$ cat config.mk
export PLATFORM = sky130hd
export DESIGN_NAME = prio_arbiter_top
export DESIGN_NICKNAME = d
export VERILOG_FILES = /design/src/prio_pkg.sv /design/src/prio_arbiter_top.sv /design/src/req_capture.sv /design/src/priority_scanner.sv
export SDC_FILE = /design/constraint.sdc
export NUM_CORES = 1
export LEC_CHECK = 0
export BUFFER_PORTS_ARGS = -buffer_cell sky130_fd_sc_hd__buf_2
export CAP_MARGIN = 10
export CORE_MARGIN = 1
export CORE_UTILIZATION = 29
export DETAILED_ROUTE_END_ITERATION = 8
export HOLD_SLACK_MARGIN = 0.12
export PLACE_DENSITY_LB_ADDON = 0.05
export SYNTH_ARGS = -nofsm -noshare
export SYNTH_HDL_FRONTEND = slang
export SYNTH_SLANG_ARGS = --single-unit
$ cat constraint.sdc
create_clock -name clk -period 2.37 [get_ports clk]
set_input_delay 0.1185 -clock clk [delete_from_list [all_inputs] [get_ports clk]]
set_output_delay 0.1185 -clock clk [all_outputs]
set_load 0.005 [all_outputs]
$ cat src/prio_pkg.sv
// Shared widths and scanner state encodings, imported by the arbiter RTL and its testbench
package prio_pkg;

    // Number of request lines presented per transaction
    localparam int NUM_REQ = 8;

    // Width of a request index, also used for the scan counter
    localparam int IDX_W = $clog2(NUM_REQ);

    // Scanner FSM encodings
    // IDLE waits for start, RUN walks the vector, DONE lasts one cycle
    localparam logic [1:0] SCAN_IDLE = 2'b00;
    localparam logic [1:0] SCAN_RUN  = 2'b01;
    localparam logic [1:0] SCAN_DONE = 2'b10;

    // 2'b11 is never entered by the scanner

endpackage
$ cat src/prio_arbiter_top.sv
// Top level of the priority arbiter, joining the handshake controller to the serial scanner
`timescale 1ns/1ps

module prio_arbiter_top (
    input  logic                         clk,
    input  logic                         rst_n,
    input  logic                         req,
    input  logic [prio_pkg::NUM_REQ-1:0] req_vec,
    output logic                         ack,
    output logic [prio_pkg::IDX_W-1:0]   grant,
    output logic                         grant_valid
);

    import prio_pkg::*;

    // Controller to scanner
    logic               start;
    logic [NUM_REQ-1:0] scan_vec;

    // Scanner back to controller
    logic               done;
    logic [IDX_W-1:0]   idx;
    logic               found;

    // Handshake and result holding
    req_capture u_req_capture (
        .clk         (clk),
        .rst_n       (rst_n),
        .req         (req),
        .req_vec     (req_vec),
        .ack         (ack),
        .start       (start),
        .scan_vec    (scan_vec),
        .done        (done),
        .idx         (idx),
        .found       (found),
        .grant       (grant),
        .grant_valid (grant_valid)
    );

    // Bit-serial search, NUM_REQ + 1 cycles from start to done
    priority_scanner u_priority_scanner (
        .clk      (clk),
        .rst_n    (rst_n),
        .start    (start),
        .scan_vec (scan_vec),
        .done     (done),
        .idx      (idx),
        .found    (found)
    );

endmodule

$ cat src/req_capture.sv
// Four-phase req/ack controller that freezes the request vector, starts a scan and holds the grant
`timescale 1ns/1ps

module req_capture (
    input  logic                         clk,
    input  logic                         rst_n,
    input  logic                         req,
    input  logic [prio_pkg::NUM_REQ-1:0] req_vec,
    output logic                         ack,
    output logic                         start,
    output logic [prio_pkg::NUM_REQ-1:0] scan_vec,
    input  logic                         done,
    input  logic [prio_pkg::IDX_W-1:0]   idx,
    input  logic                         found,
    output logic [prio_pkg::IDX_W-1:0]   grant,
    output logic                         grant_valid
);

    import prio_pkg::*;

    // Handshake phases
    typedef enum logic [1:0] {
        CAP_IDLE      = 2'b00,
        CAP_WAIT_DONE = 2'b01,
        CAP_HOLD_ACK  = 2'b10
    } cap_state_t;

    cap_state_t cap_state;
    logic       accept;
    logic       release_ack;

    // New request taken only when idle with ack already low
    assign accept = (cap_state == CAP_IDLE) && req && !ack;

    // Requester has dropped req, finish the handshake
    assign release_ack = (cap_state == CAP_HOLD_ACK) && !req;

    // Control path
    always_ff @(posedge clk or negedge rst_n) begin
        if (!rst_n) begin
            cap_state   <= CAP_IDLE;
            start       <= 1'b0;
            ack         <= 1'b0;
            grant       <= '0;
            grant_valid <= 1'b0;
        end else begin
            // Start is a single-cycle pulse
            start <= 1'b0;
            case (cap_state)
                CAP_IDLE: begin
                    if (accept) begin
                        start     <= 1'b1;
                        cap_state <= CAP_WAIT_DONE;
                    end
                end
                CAP_WAIT_DONE: begin
                    if (done) begin
                        // Result is frozen here for the whole ack phase
                        grant       <= idx;
                        grant_valid <= found;
                        ack         <= 1'b1;
                        cap_state   <= CAP_HOLD_ACK;
                    end
                end
                CAP_HOLD_ACK: begin
                    if (release_ack) begin
                        ack       <= 1'b0;
                        cap_state <= CAP_IDLE;
                    end
                end
                default: begin
                    cap_state <= CAP_IDLE;
                end
            endcase
        end
    end

    // Frozen copy of the request lines for the scanner
    always_ff @(posedge clk) begin
        if (accept) begin
            scan_vec <= req_vec;
        end
    end

endmodule

$ cat src/priority_scanner.sv
// Serial scanner that walks a captured request vector one bit per clock and reports the top set index
`timescale 1ns/1ps

module priority_scanner (
    input  logic                         clk,
    input  logic                         rst_n,
    input  logic                         start,
    input  logic [prio_pkg::NUM_REQ-1:0] scan_vec,
    output logic                         done,
    output logic [prio_pkg::IDX_W-1:0]   idx,
    output logic                         found
);

    import prio_pkg::*;

    logic [1:0]       state;
    logic [1:0]       state_next;
    logic [IDX_W-1:0] bit_cnt;
    logic [IDX_W-1:0] work_idx;
    logic             work_found;
    logic [IDX_W-1:0] work_idx_next;
    logic             work_found_next;
    logic             bit_hit;
    logic             last_bit;
    logic             scan_begin;
    logic             scan_end;

    // Scan starts only from idle, ends on the last bit position
    assign scan_begin = (state == SCAN_IDLE) && start;
    assign last_bit   = (bit_cnt == IDX_W'(NUM_REQ - 1));
    assign scan_end   = (state == SCAN_RUN) && last_bit;

    // Current bit under the counter
    assign bit_hit = (state == SCAN_RUN) && scan_vec[bit_cnt];

    // Later set bits overwrite earlier ones, so the highest index wins
    assign work_idx_next   = bit_hit ? bit_cnt : work_idx;
    assign work_found_next = work_found | bit_hit;

    // Next state
    always_comb begin
        state_next = state;
        case (state)
            SCAN_IDLE: begin
                if (start) begin
                    state_next = SCAN_RUN;
                end
            end
            SCAN_RUN: begin
                if (last_bit) begin
                    state_next = SCAN_DONE;
                end
            end
            SCAN_DONE: begin
                state_next = SCAN_IDLE;
            end
            default: begin
                state_next = SCAN_IDLE;
            end
        endcase
    end

    // State register and bit counter
    always_ff @(posedge clk or negedge rst_n) begin
        if (!rst_n) begin
            state   <= SCAN_IDLE;
            bit_cnt <= '0;
        end else begin
            state <= state_next;
            if (scan_begin) begin
                bit_cnt <= '0;
            end else if (state == SCAN_RUN) begin
                // Wraps back to zero after the last bit
                bit_cnt <= bit_cnt + 1'b1;
            end
        end
    end

    // Working result, cleared at the start of every scan
    always_ff @(posedge clk) begin
        if (scan_begin) begin
            work_idx   <= '0;
            work_found <= 1'b0;
        end else if (state == SCAN_RUN) begin
            work_idx   <= work_idx_next;
            work_found <= work_found_next;
        end
    end

    // Published result, touched only when the scan finishes
    // The last bit is folded in through the next-value terms
    always_ff @(posedge clk or negedge rst_n) begin
        if (!rst_n) begin
            idx   <= '0;
            found <= 1'b0;
        end else if (scan_end) begin
            idx   <= work_idx_next;
            found <= work_found_next;
        end
    end

    // One-cycle pulse, the FSM never stays in DONE
    assign done = (state == SCAN_DONE);

endmodule

======== Yosys cells after proc, flatten, opt, wreduce, memory -nomap -nowiden ========
Cells that the tools add are included.
word-level totals
  register bits after elaboration ......... 29
  bits in latches ......................... 0
  RAM bits ................................ 0
  ROM bits ................................ 0
  input bits .............................. 11
  output and inout bits ................... 5
  logic and storage cells ................. 58
  memories ................................ 0
cells by class
  $add $sub $neg .......................... 1
  multipliers ............................. 0
  divide/modulo/power cells ............... 0
  order comparisons ....................... 1
  equal/unequal tests ..................... 10
  shift-type cells ........................ 0
  mux-type cells .......................... 17
  bitwise logic cells ..................... 1
  reductions and logical operators ........ 16
operator list
  operator                                                    number
  two-way mux 2 bit                                           5
  two-way mux 3 bit                                           3
  logical AND 1 bit                                           6
  != test 2 x 1 -> 1 bit, second input constant               3
  one-hot mux 2 bit (3 select lines)                          1
  AND reduction 3 bit                                         2
  two-way mux 1 bit                                           5
  equality test 2 x 1 -> 1 bit, second input constant         2
  equality test 2 bit, second input constant                  2
  logical NOT 2 bit                                           2
  less-than comparator 3 x 4 -> 1 bit, second input constant  1
  != test 2 bit, second input constant                        2
  one-hot mux 2 bit (2 select lines)                          1
  AND reduction 2 bit                                         2
  nonzero test 2 bit                                          2
  adder 3 x 1 -> 3 bit, second input constant                 1
  binary-select mux 1 bit (select 3 bit)                      1
  equality test 3 bit, second input constant                  1
  logical NOT 1 bit                                           2
  one-hot mux 1 bit (2 select lines)                          1
  bitwise OR 1 bit                                            1

======== Longest topological paths before layout ========
  depth after elaboration ................. 5
  mapped depth ............................ 6

======== Cells and area by module ========
A second synthesis with hierarchy kept.
unflattened totals
  cell total of the unflattened synthesis .. 107
  area, all modules ....................... 1316.3 um2
modules (own cells, without submodules)
  module            times used  cells each  area each (um2)  sequential area each (um2)
  priority_scanner  1           73          737.0            305.3
  req_capture       1           34          579.3            440.4

======== Least setup slack after synthesis ========
Ideal clock, no wire load.
  path type ............................... flip-flop to flip-flop
  start ................................... register u_req_capture.cap_state[0]
  end ..................................... register u_req_capture.cap_state[1]
  library setup time ...................... 125 ps
  data arrival time ....................... 1422 ps
  setup slack ............................. 824 ps
  stages on the path, launching flop included .. 7
  cell sequence ........................... dfrtp_1 inv_1 ha_1 nand2_1 or2_2 a21oi_1 mux2_2
between the ends
  longest elaborated chain between the ends .. 5
RTL lines
  element                           RTL line                              text
  from (decl)                       req_capture.sv:28                     cap_state_t cap_state;
  from (signal assigned)            req_capture.sv:41                     cap_state <= CAP_IDLE;
  from (signal assigned)            req_capture.sv:53                     cap_state <= CAP_WAIT_DONE;
  from (signal assigned)            req_capture.sv:62                     cap_state <= CAP_HOLD_ACK;
  logical NOT 2 bit                 req_capture.sv:33, req_capture.sv:49
  logical AND 1 bit (2 in series)   req_capture.sv:33                     assign accept = (cap_state == CAP_IDLE) && req && !ack;
  != test 2 x 1 -> 1 bit (no line)  n/a
  AND reduction 3 bit (no line)     n/a
Parallel ways exist; a longest one is shown, timed or not.
A chain may end at the register's enable or synchronous reset.

======== Worst setup path in the final report ========
  start ................................... register u_priority_scanner.bit_cnt[0]
  end ..................................... register u_priority_scanner.idx[2] (netlist bit)
between the ends
  longest elaborated chain between the ends .. 4
RTL lines
  element                                  RTL line                text
  from (decl)                              priority_scanner.sv:18  logic [IDX_W-1:0] bit_cnt;
  from (signal assigned)                   priority_scanner.sv:74  bit_cnt <= bit_cnt + 1'b1;
  binary-select mux 1 bit (select 3 bit)   priority_scanner.sv:34  assign bit_hit = (state == SCAN_RUN) && scan_vec[bit_cnt];
  two-way mux 1 bit (not written as such)  priority_scanner.sv:34
  logical AND 1 bit                        priority_scanner.sv:34
  two-way mux 3 bit                        priority_scanner.sv:37  assign work_idx_next = bit_hit ? bit_cnt : work_idx;
  to (signal assigned)                     priority_scanner.sv:97  idx <= work_idx_next;
  to (decl)                                priority_scanner.sv:10  output logic [prio_pkg::IDX_W-1:0] idx,
Parallel ways exist; a longest one is shown, timed or not. The select of a mux whose other input is x is not followed.

==> impl_metrics.sql <==
INSERT INTO impl_metrics (metric_group, metric, value, unit) VALUES
('outcome', 'status', 'finished, final reports clean', ''),
('route', 'detail_route.iter0.violations', '52', ''),
('route', 'totalWireLength', '2.556', 'mm'),
('placed_design', 'pre_cts_ws', '0.5817', 'ns'),
('logic_synthesis', 'synth.top_cell.area_share', '31.34', '%'),
('floorplan', 'initial_utilization', '30.75', '%'),
('grt', 'grt_overflow', '0', ''),
('clock_tree', 'clock_tree.root_cell', 'sky130_fd_sc_hd__clkbuf_8', ''),
('critical_path', 'startpoint_type', 'flip-flop', ''),
('logic_synthesis', 'yosysWarningCount', '0', ''),
('route', 'routedWlPerCell', '13.18', 'um'),
('placed_design', 'dpl_cell_area', '1476', 'um2'),
('logic_synthesis', 'syn-cell-area', '1358', 'um2'),
('critical_path', 'critPathArrivalTime', '1.95', 'ns'),
('placed_design', 'place_hpwl', '1.848', 'mm'),
('grt', 'largest_net_degree_at_the_start_of_global_routing', '18', ''),
('sta', 'worst_hold_slack', '0.2132', 'ns'),
('critical_path', 'cpMaxStageDelayCell', 'sky130_fd_sc_hd__mux4_1', ''),
('logic_synthesis', 'ys_top_cells_by_area', 'sky130_fd_sc_hd__dfrtp_1 (31%), sky130_fd_sc_hd__edfxtp_1 (18%), sky130_fd_sc_hd__dfxtp_1 (5.9%), sky130_fd_sc_hd__mux2_2 (5.8%), sky130_fd_sc_hd__ha_1 (4.6%)', ''),
('clock_tree', 'cts.sinks', '29', ''),
('finish', 'area_delta_synth_final', '22.03', '%'),
('power_and_ir_drop', 'power.static_leakage', '0.7327', 'nW'),
('critical_path', 'critPathMaxStageDelay', '0.62', 'ns'),
('clock_tree', 'clkSlewWorstSetupHoldPaths', '0.06', 'ns'),
('placed_design', 'place.gp.congestion', '0.8076', ''),
('sta', 'setup-tns-final', '0', 'ns'),
('logic_synthesis', 'multiplexer_share_of_the_synthesized_area', '11.80', '%'),
('finish', 'layout-drive-gt1-share', '23.94', '%'),
('sta', 'number_of_endpoints_failing_setup_at_the_final_stage', '0', ''),
('critical_path', 'cp-end-kind', 'flip-flop', ''),
('grt', 'grt_pass1_wl', '4.505', 'mm'),
('logic_synthesis', 'yosys_register_bits', '29', ''),
('finish', 'finish.utilization', '37.53', '%'),
('logic_synthesis', 'ys_top_cells_by_count', 'sky130_fd_sc_hd__dfrtp_1 (17), sky130_fd_sc_hd__o21ai_0 (9)', ''),
('finish', 'finish.net_count', '157', ''),
('job', 'max_cap_violations', '0', ''),
('floorplan', 'die_area', '4959', 'um2'),
('route', 'num_vias', '904', ''),
('floorplan', 'pin_count', '16', ''),
('logic_synthesis', 'fraction_of_synthesized_cell_area_in_xor_and_xnor_cells', '0', '%'),
('power_and_ir_drop', 'cell_internal_pwr', '0.0007650', 'W'),
('logic_synthesis', 'dominantRegCellSynth', 'sky130_fd_sc_hd__dfrtp_1', ''),
('sta', 'layout_worst_path_cycle_share', '75.82', '%'),
('clock_tree', 'h-tree-depth', '2', ''),
('sta', 'worst_pin_slew', '0.4307', 'ns'),
('clock_tree', 'cts_made_buffers', '5', ''),
('power_and_ir_drop', 'power.switching', '0.0001894', 'W'),
('clock_tree', 'cts_tree', 'built', ''),
('power_and_ir_drop', 'power.sequential.fraction', '53.8', '%'),
('finish', 'n_antenna_cell', '0', ''),
('sta', 'clock-skew-final', '0.004974', 'ns'),
('grt', 'gr-max-usage-layer', 'met2', ''),
('sta', 'slew_viol_final', '0', ''),
('route', 'detail_route.first_pass.iterations', '4', ''),
('grt', 'grtUsageMet3', '4.329', '%'),
('floorplan', 'design.core.area', '4414', 'um2'),
('sta', 'finalWorstPathRequiredPeriod', '1.797', 'ns'),
('logic_synthesis', 'asyncSetResetFlopFracSynth', '58.62', '%'),
('floorplan', 'rows', '24', ''),
('logic_synthesis', 'post-synth-top-count-cell', 'sky130_fd_sc_hd__dfrtp_1', ''),
('logic_synthesis', 'synth_top_family_by_area', 'compound AO/OA/AOI/OAI gates', ''),
('logic_synthesis', 'synth_simple_gate_area_share', '9.677', '%'),
('route', 'route.antenna.remaining_nets', '0', ''),
('power_and_ir_drop', 'switching_share', '19.85', '%'),
('clock_tree', 'clock_insertion_delay_worst_skew', '0.28', 'ns'),
('grt', 'grtUsageMet1', '15.83', '%'),
('logic_synthesis', 'synth_seq_area_share', '54.93', '%'),
('finish', 'final_cell_area', '1657', 'um2'),
('floorplan', 'die_height', '70.42', 'um'),
('power_and_ir_drop', 'vdd_ir_drop_max', '0.2794', 'mV'),
('sta', 'timing.final.hold_violations', '0', '');
==> flip-flops by register name, summed over array words and instances (netlist names) <==
| signal | flops |
|---|---|
| u_priority_scanner.work_found | 1 |
| u_priority_scanner.found | 1 |
| u_req_capture.ack | 1 |
| u_priority_scanner.idx | 3 |
| u_req_capture.grant | 3 |
| u_priority_scanner.bit_cnt | 3 |
| u_req_capture.grant_valid | 1 |
| u_req_capture.scan_vec | 8 |
| u_priority_scanner.work_idx | 3 |
| u_req_capture.cap_state | 2 |
| u_req_capture.start | 1 |
| u_priority_scanner.state | 2 |
==> repair_timing <==
item	in CTS	in global routing
hold buffers	9	0
resized for setup	0	0
buffers inserted	0	0
hold endpoints to repair	25	0
==> logic make-up (layout without fill, tap and decap cells) <==
group	count (synthesis)	count (layout)
AOI/OAI and AO/OA	27	27
adders and majority gates	5	5
muxes	13	13
DFF	29	29
and+or+nand+nor	27	27
buffers and inverters	12	41
==> metrics by stage <==
step	std cells	total power, W
2_1_floorplan	113	0.0005233
3_3_place_gp	177	0.0005371
3_5_place_dp	177	0.0005375
4_1_cts	194	0.0009748
5_1_grt	194	0.0009969
6_report	194	0.0009544
==> per-layer routing <==
| metal | vias up | wire (um) |
|---|---|---|
| met4 | 0 | 59 |
| li1 | 456 | - |
| met5 | - | 0 |
| met2 | 16 | 1127 |
| met3 | 5 | 91 |
| met1 | 427 | 1277 |
==> layout by cell type (no fill, tap or decap), types with 2 or more instances in the layout <==
cell type,n
sky130_fd_sc_hd__ha_1,5
sky130_fd_sc_hd__buf_2,15
sky130_fd_sc_hd__a21oi_1,2
sky130_fd_sc_hd__dfrtp_1,17
sky130_fd_sc_hd__inv_1,8
sky130_fd_sc_hd__dfxtp_1,4
sky130_fd_sc_hd__nand2b_1,3
sky130_fd_sc_hd__clkbuf_8,6
sky130_fd_sc_hd__a22o_1,2
sky130_fd_sc_hd__o21ai_0,9
sky130_fd_sc_hd__dlygate4sd3_1,9
sky130_fd_sc_hd__mux2_2,7
sky130_fd_sc_hd__nor2b_1,2
sky130_fd_sc_hd__edfxtp_1,8
sky130_fd_sc_hd__o22ai_1,2
sky130_fd_sc_hd__mux2i_1,4
sky130_fd_sc_hd__or2_2,2
sky130_fd_sc_hd__o21bai_1,2
sky130_fd_sc_hd__o211ai_1,2
sky130_fd_sc_hd__nor2_1,8
sky130_fd_sc_hd__clkbuf_1,2
sky130_fd_sc_hd__nand2_1,8
==> area by class of cell <==
type	instances	area, um2	area share, %
inverter	8	30.03	1.813
clock buffer	8	90.09	5.438
multi-input combinational	72	553.0	33.38
timing repair buffer	25	172.7	10.42
tap	52	65.06	3.927
sequential	29	745.7	45.02
==> power by group through the flow <==
stage | sequential, W | combinational (W) | clock, W
2_1_floorplan | 0.000523 | 0.000000340 | 0
3_3_place_gp | 0.000523 | 0.0000142 | 0
3_5_place_dp | 0.000523 | 0.0000146 | 0
4_1_cts | 0.000513 | 0.0000259 | 0.000436
5_1_grt | 0.000513 | 0.0000287 | 0.000456
6_report | 0.000513 | 0.0000250 | 0.000416
==> path summary, 6_finish.rpt <==
| kind | start | to | depth (start not counted) | slack [ns] |
|---|---|---|---|---|
| worst max-delay path | u_priority_scanner.bit_cnt[0] | u_priority_scanner.idx[2] | 4 | 0.57 |
| worst min-delay path | req | u_req_capture.start | 4 | 0.21 |
| worst max register to register | u_priority_scanner.bit_cnt[0] | u_priority_scanner.idx[2] | 4 | 0.57 |
| worst min register to register | u_priority_scanner.work_idx[0] | u_priority_scanner.work_idx[0] | 2 | 0.48 |
| max in group asynchronous | rst_n | u_req_capture.grant[2] | 2 | 1.79 |
| min in group asynchronous | rst_n | u_priority_scanner.bit_cnt[0] | 2 | 0.29 |
==> worst min-delay path, cell delays in order <==
cell,delay (ns)
sky130_fd_sc_hd__buf_2,0.11
sky130_fd_sc_hd__nand2_1,0.06
sky130_fd_sc_hd__or2_2,0.13
sky130_fd_sc_hd__inv_1,0.04
(Power assumes the default switching activity.)
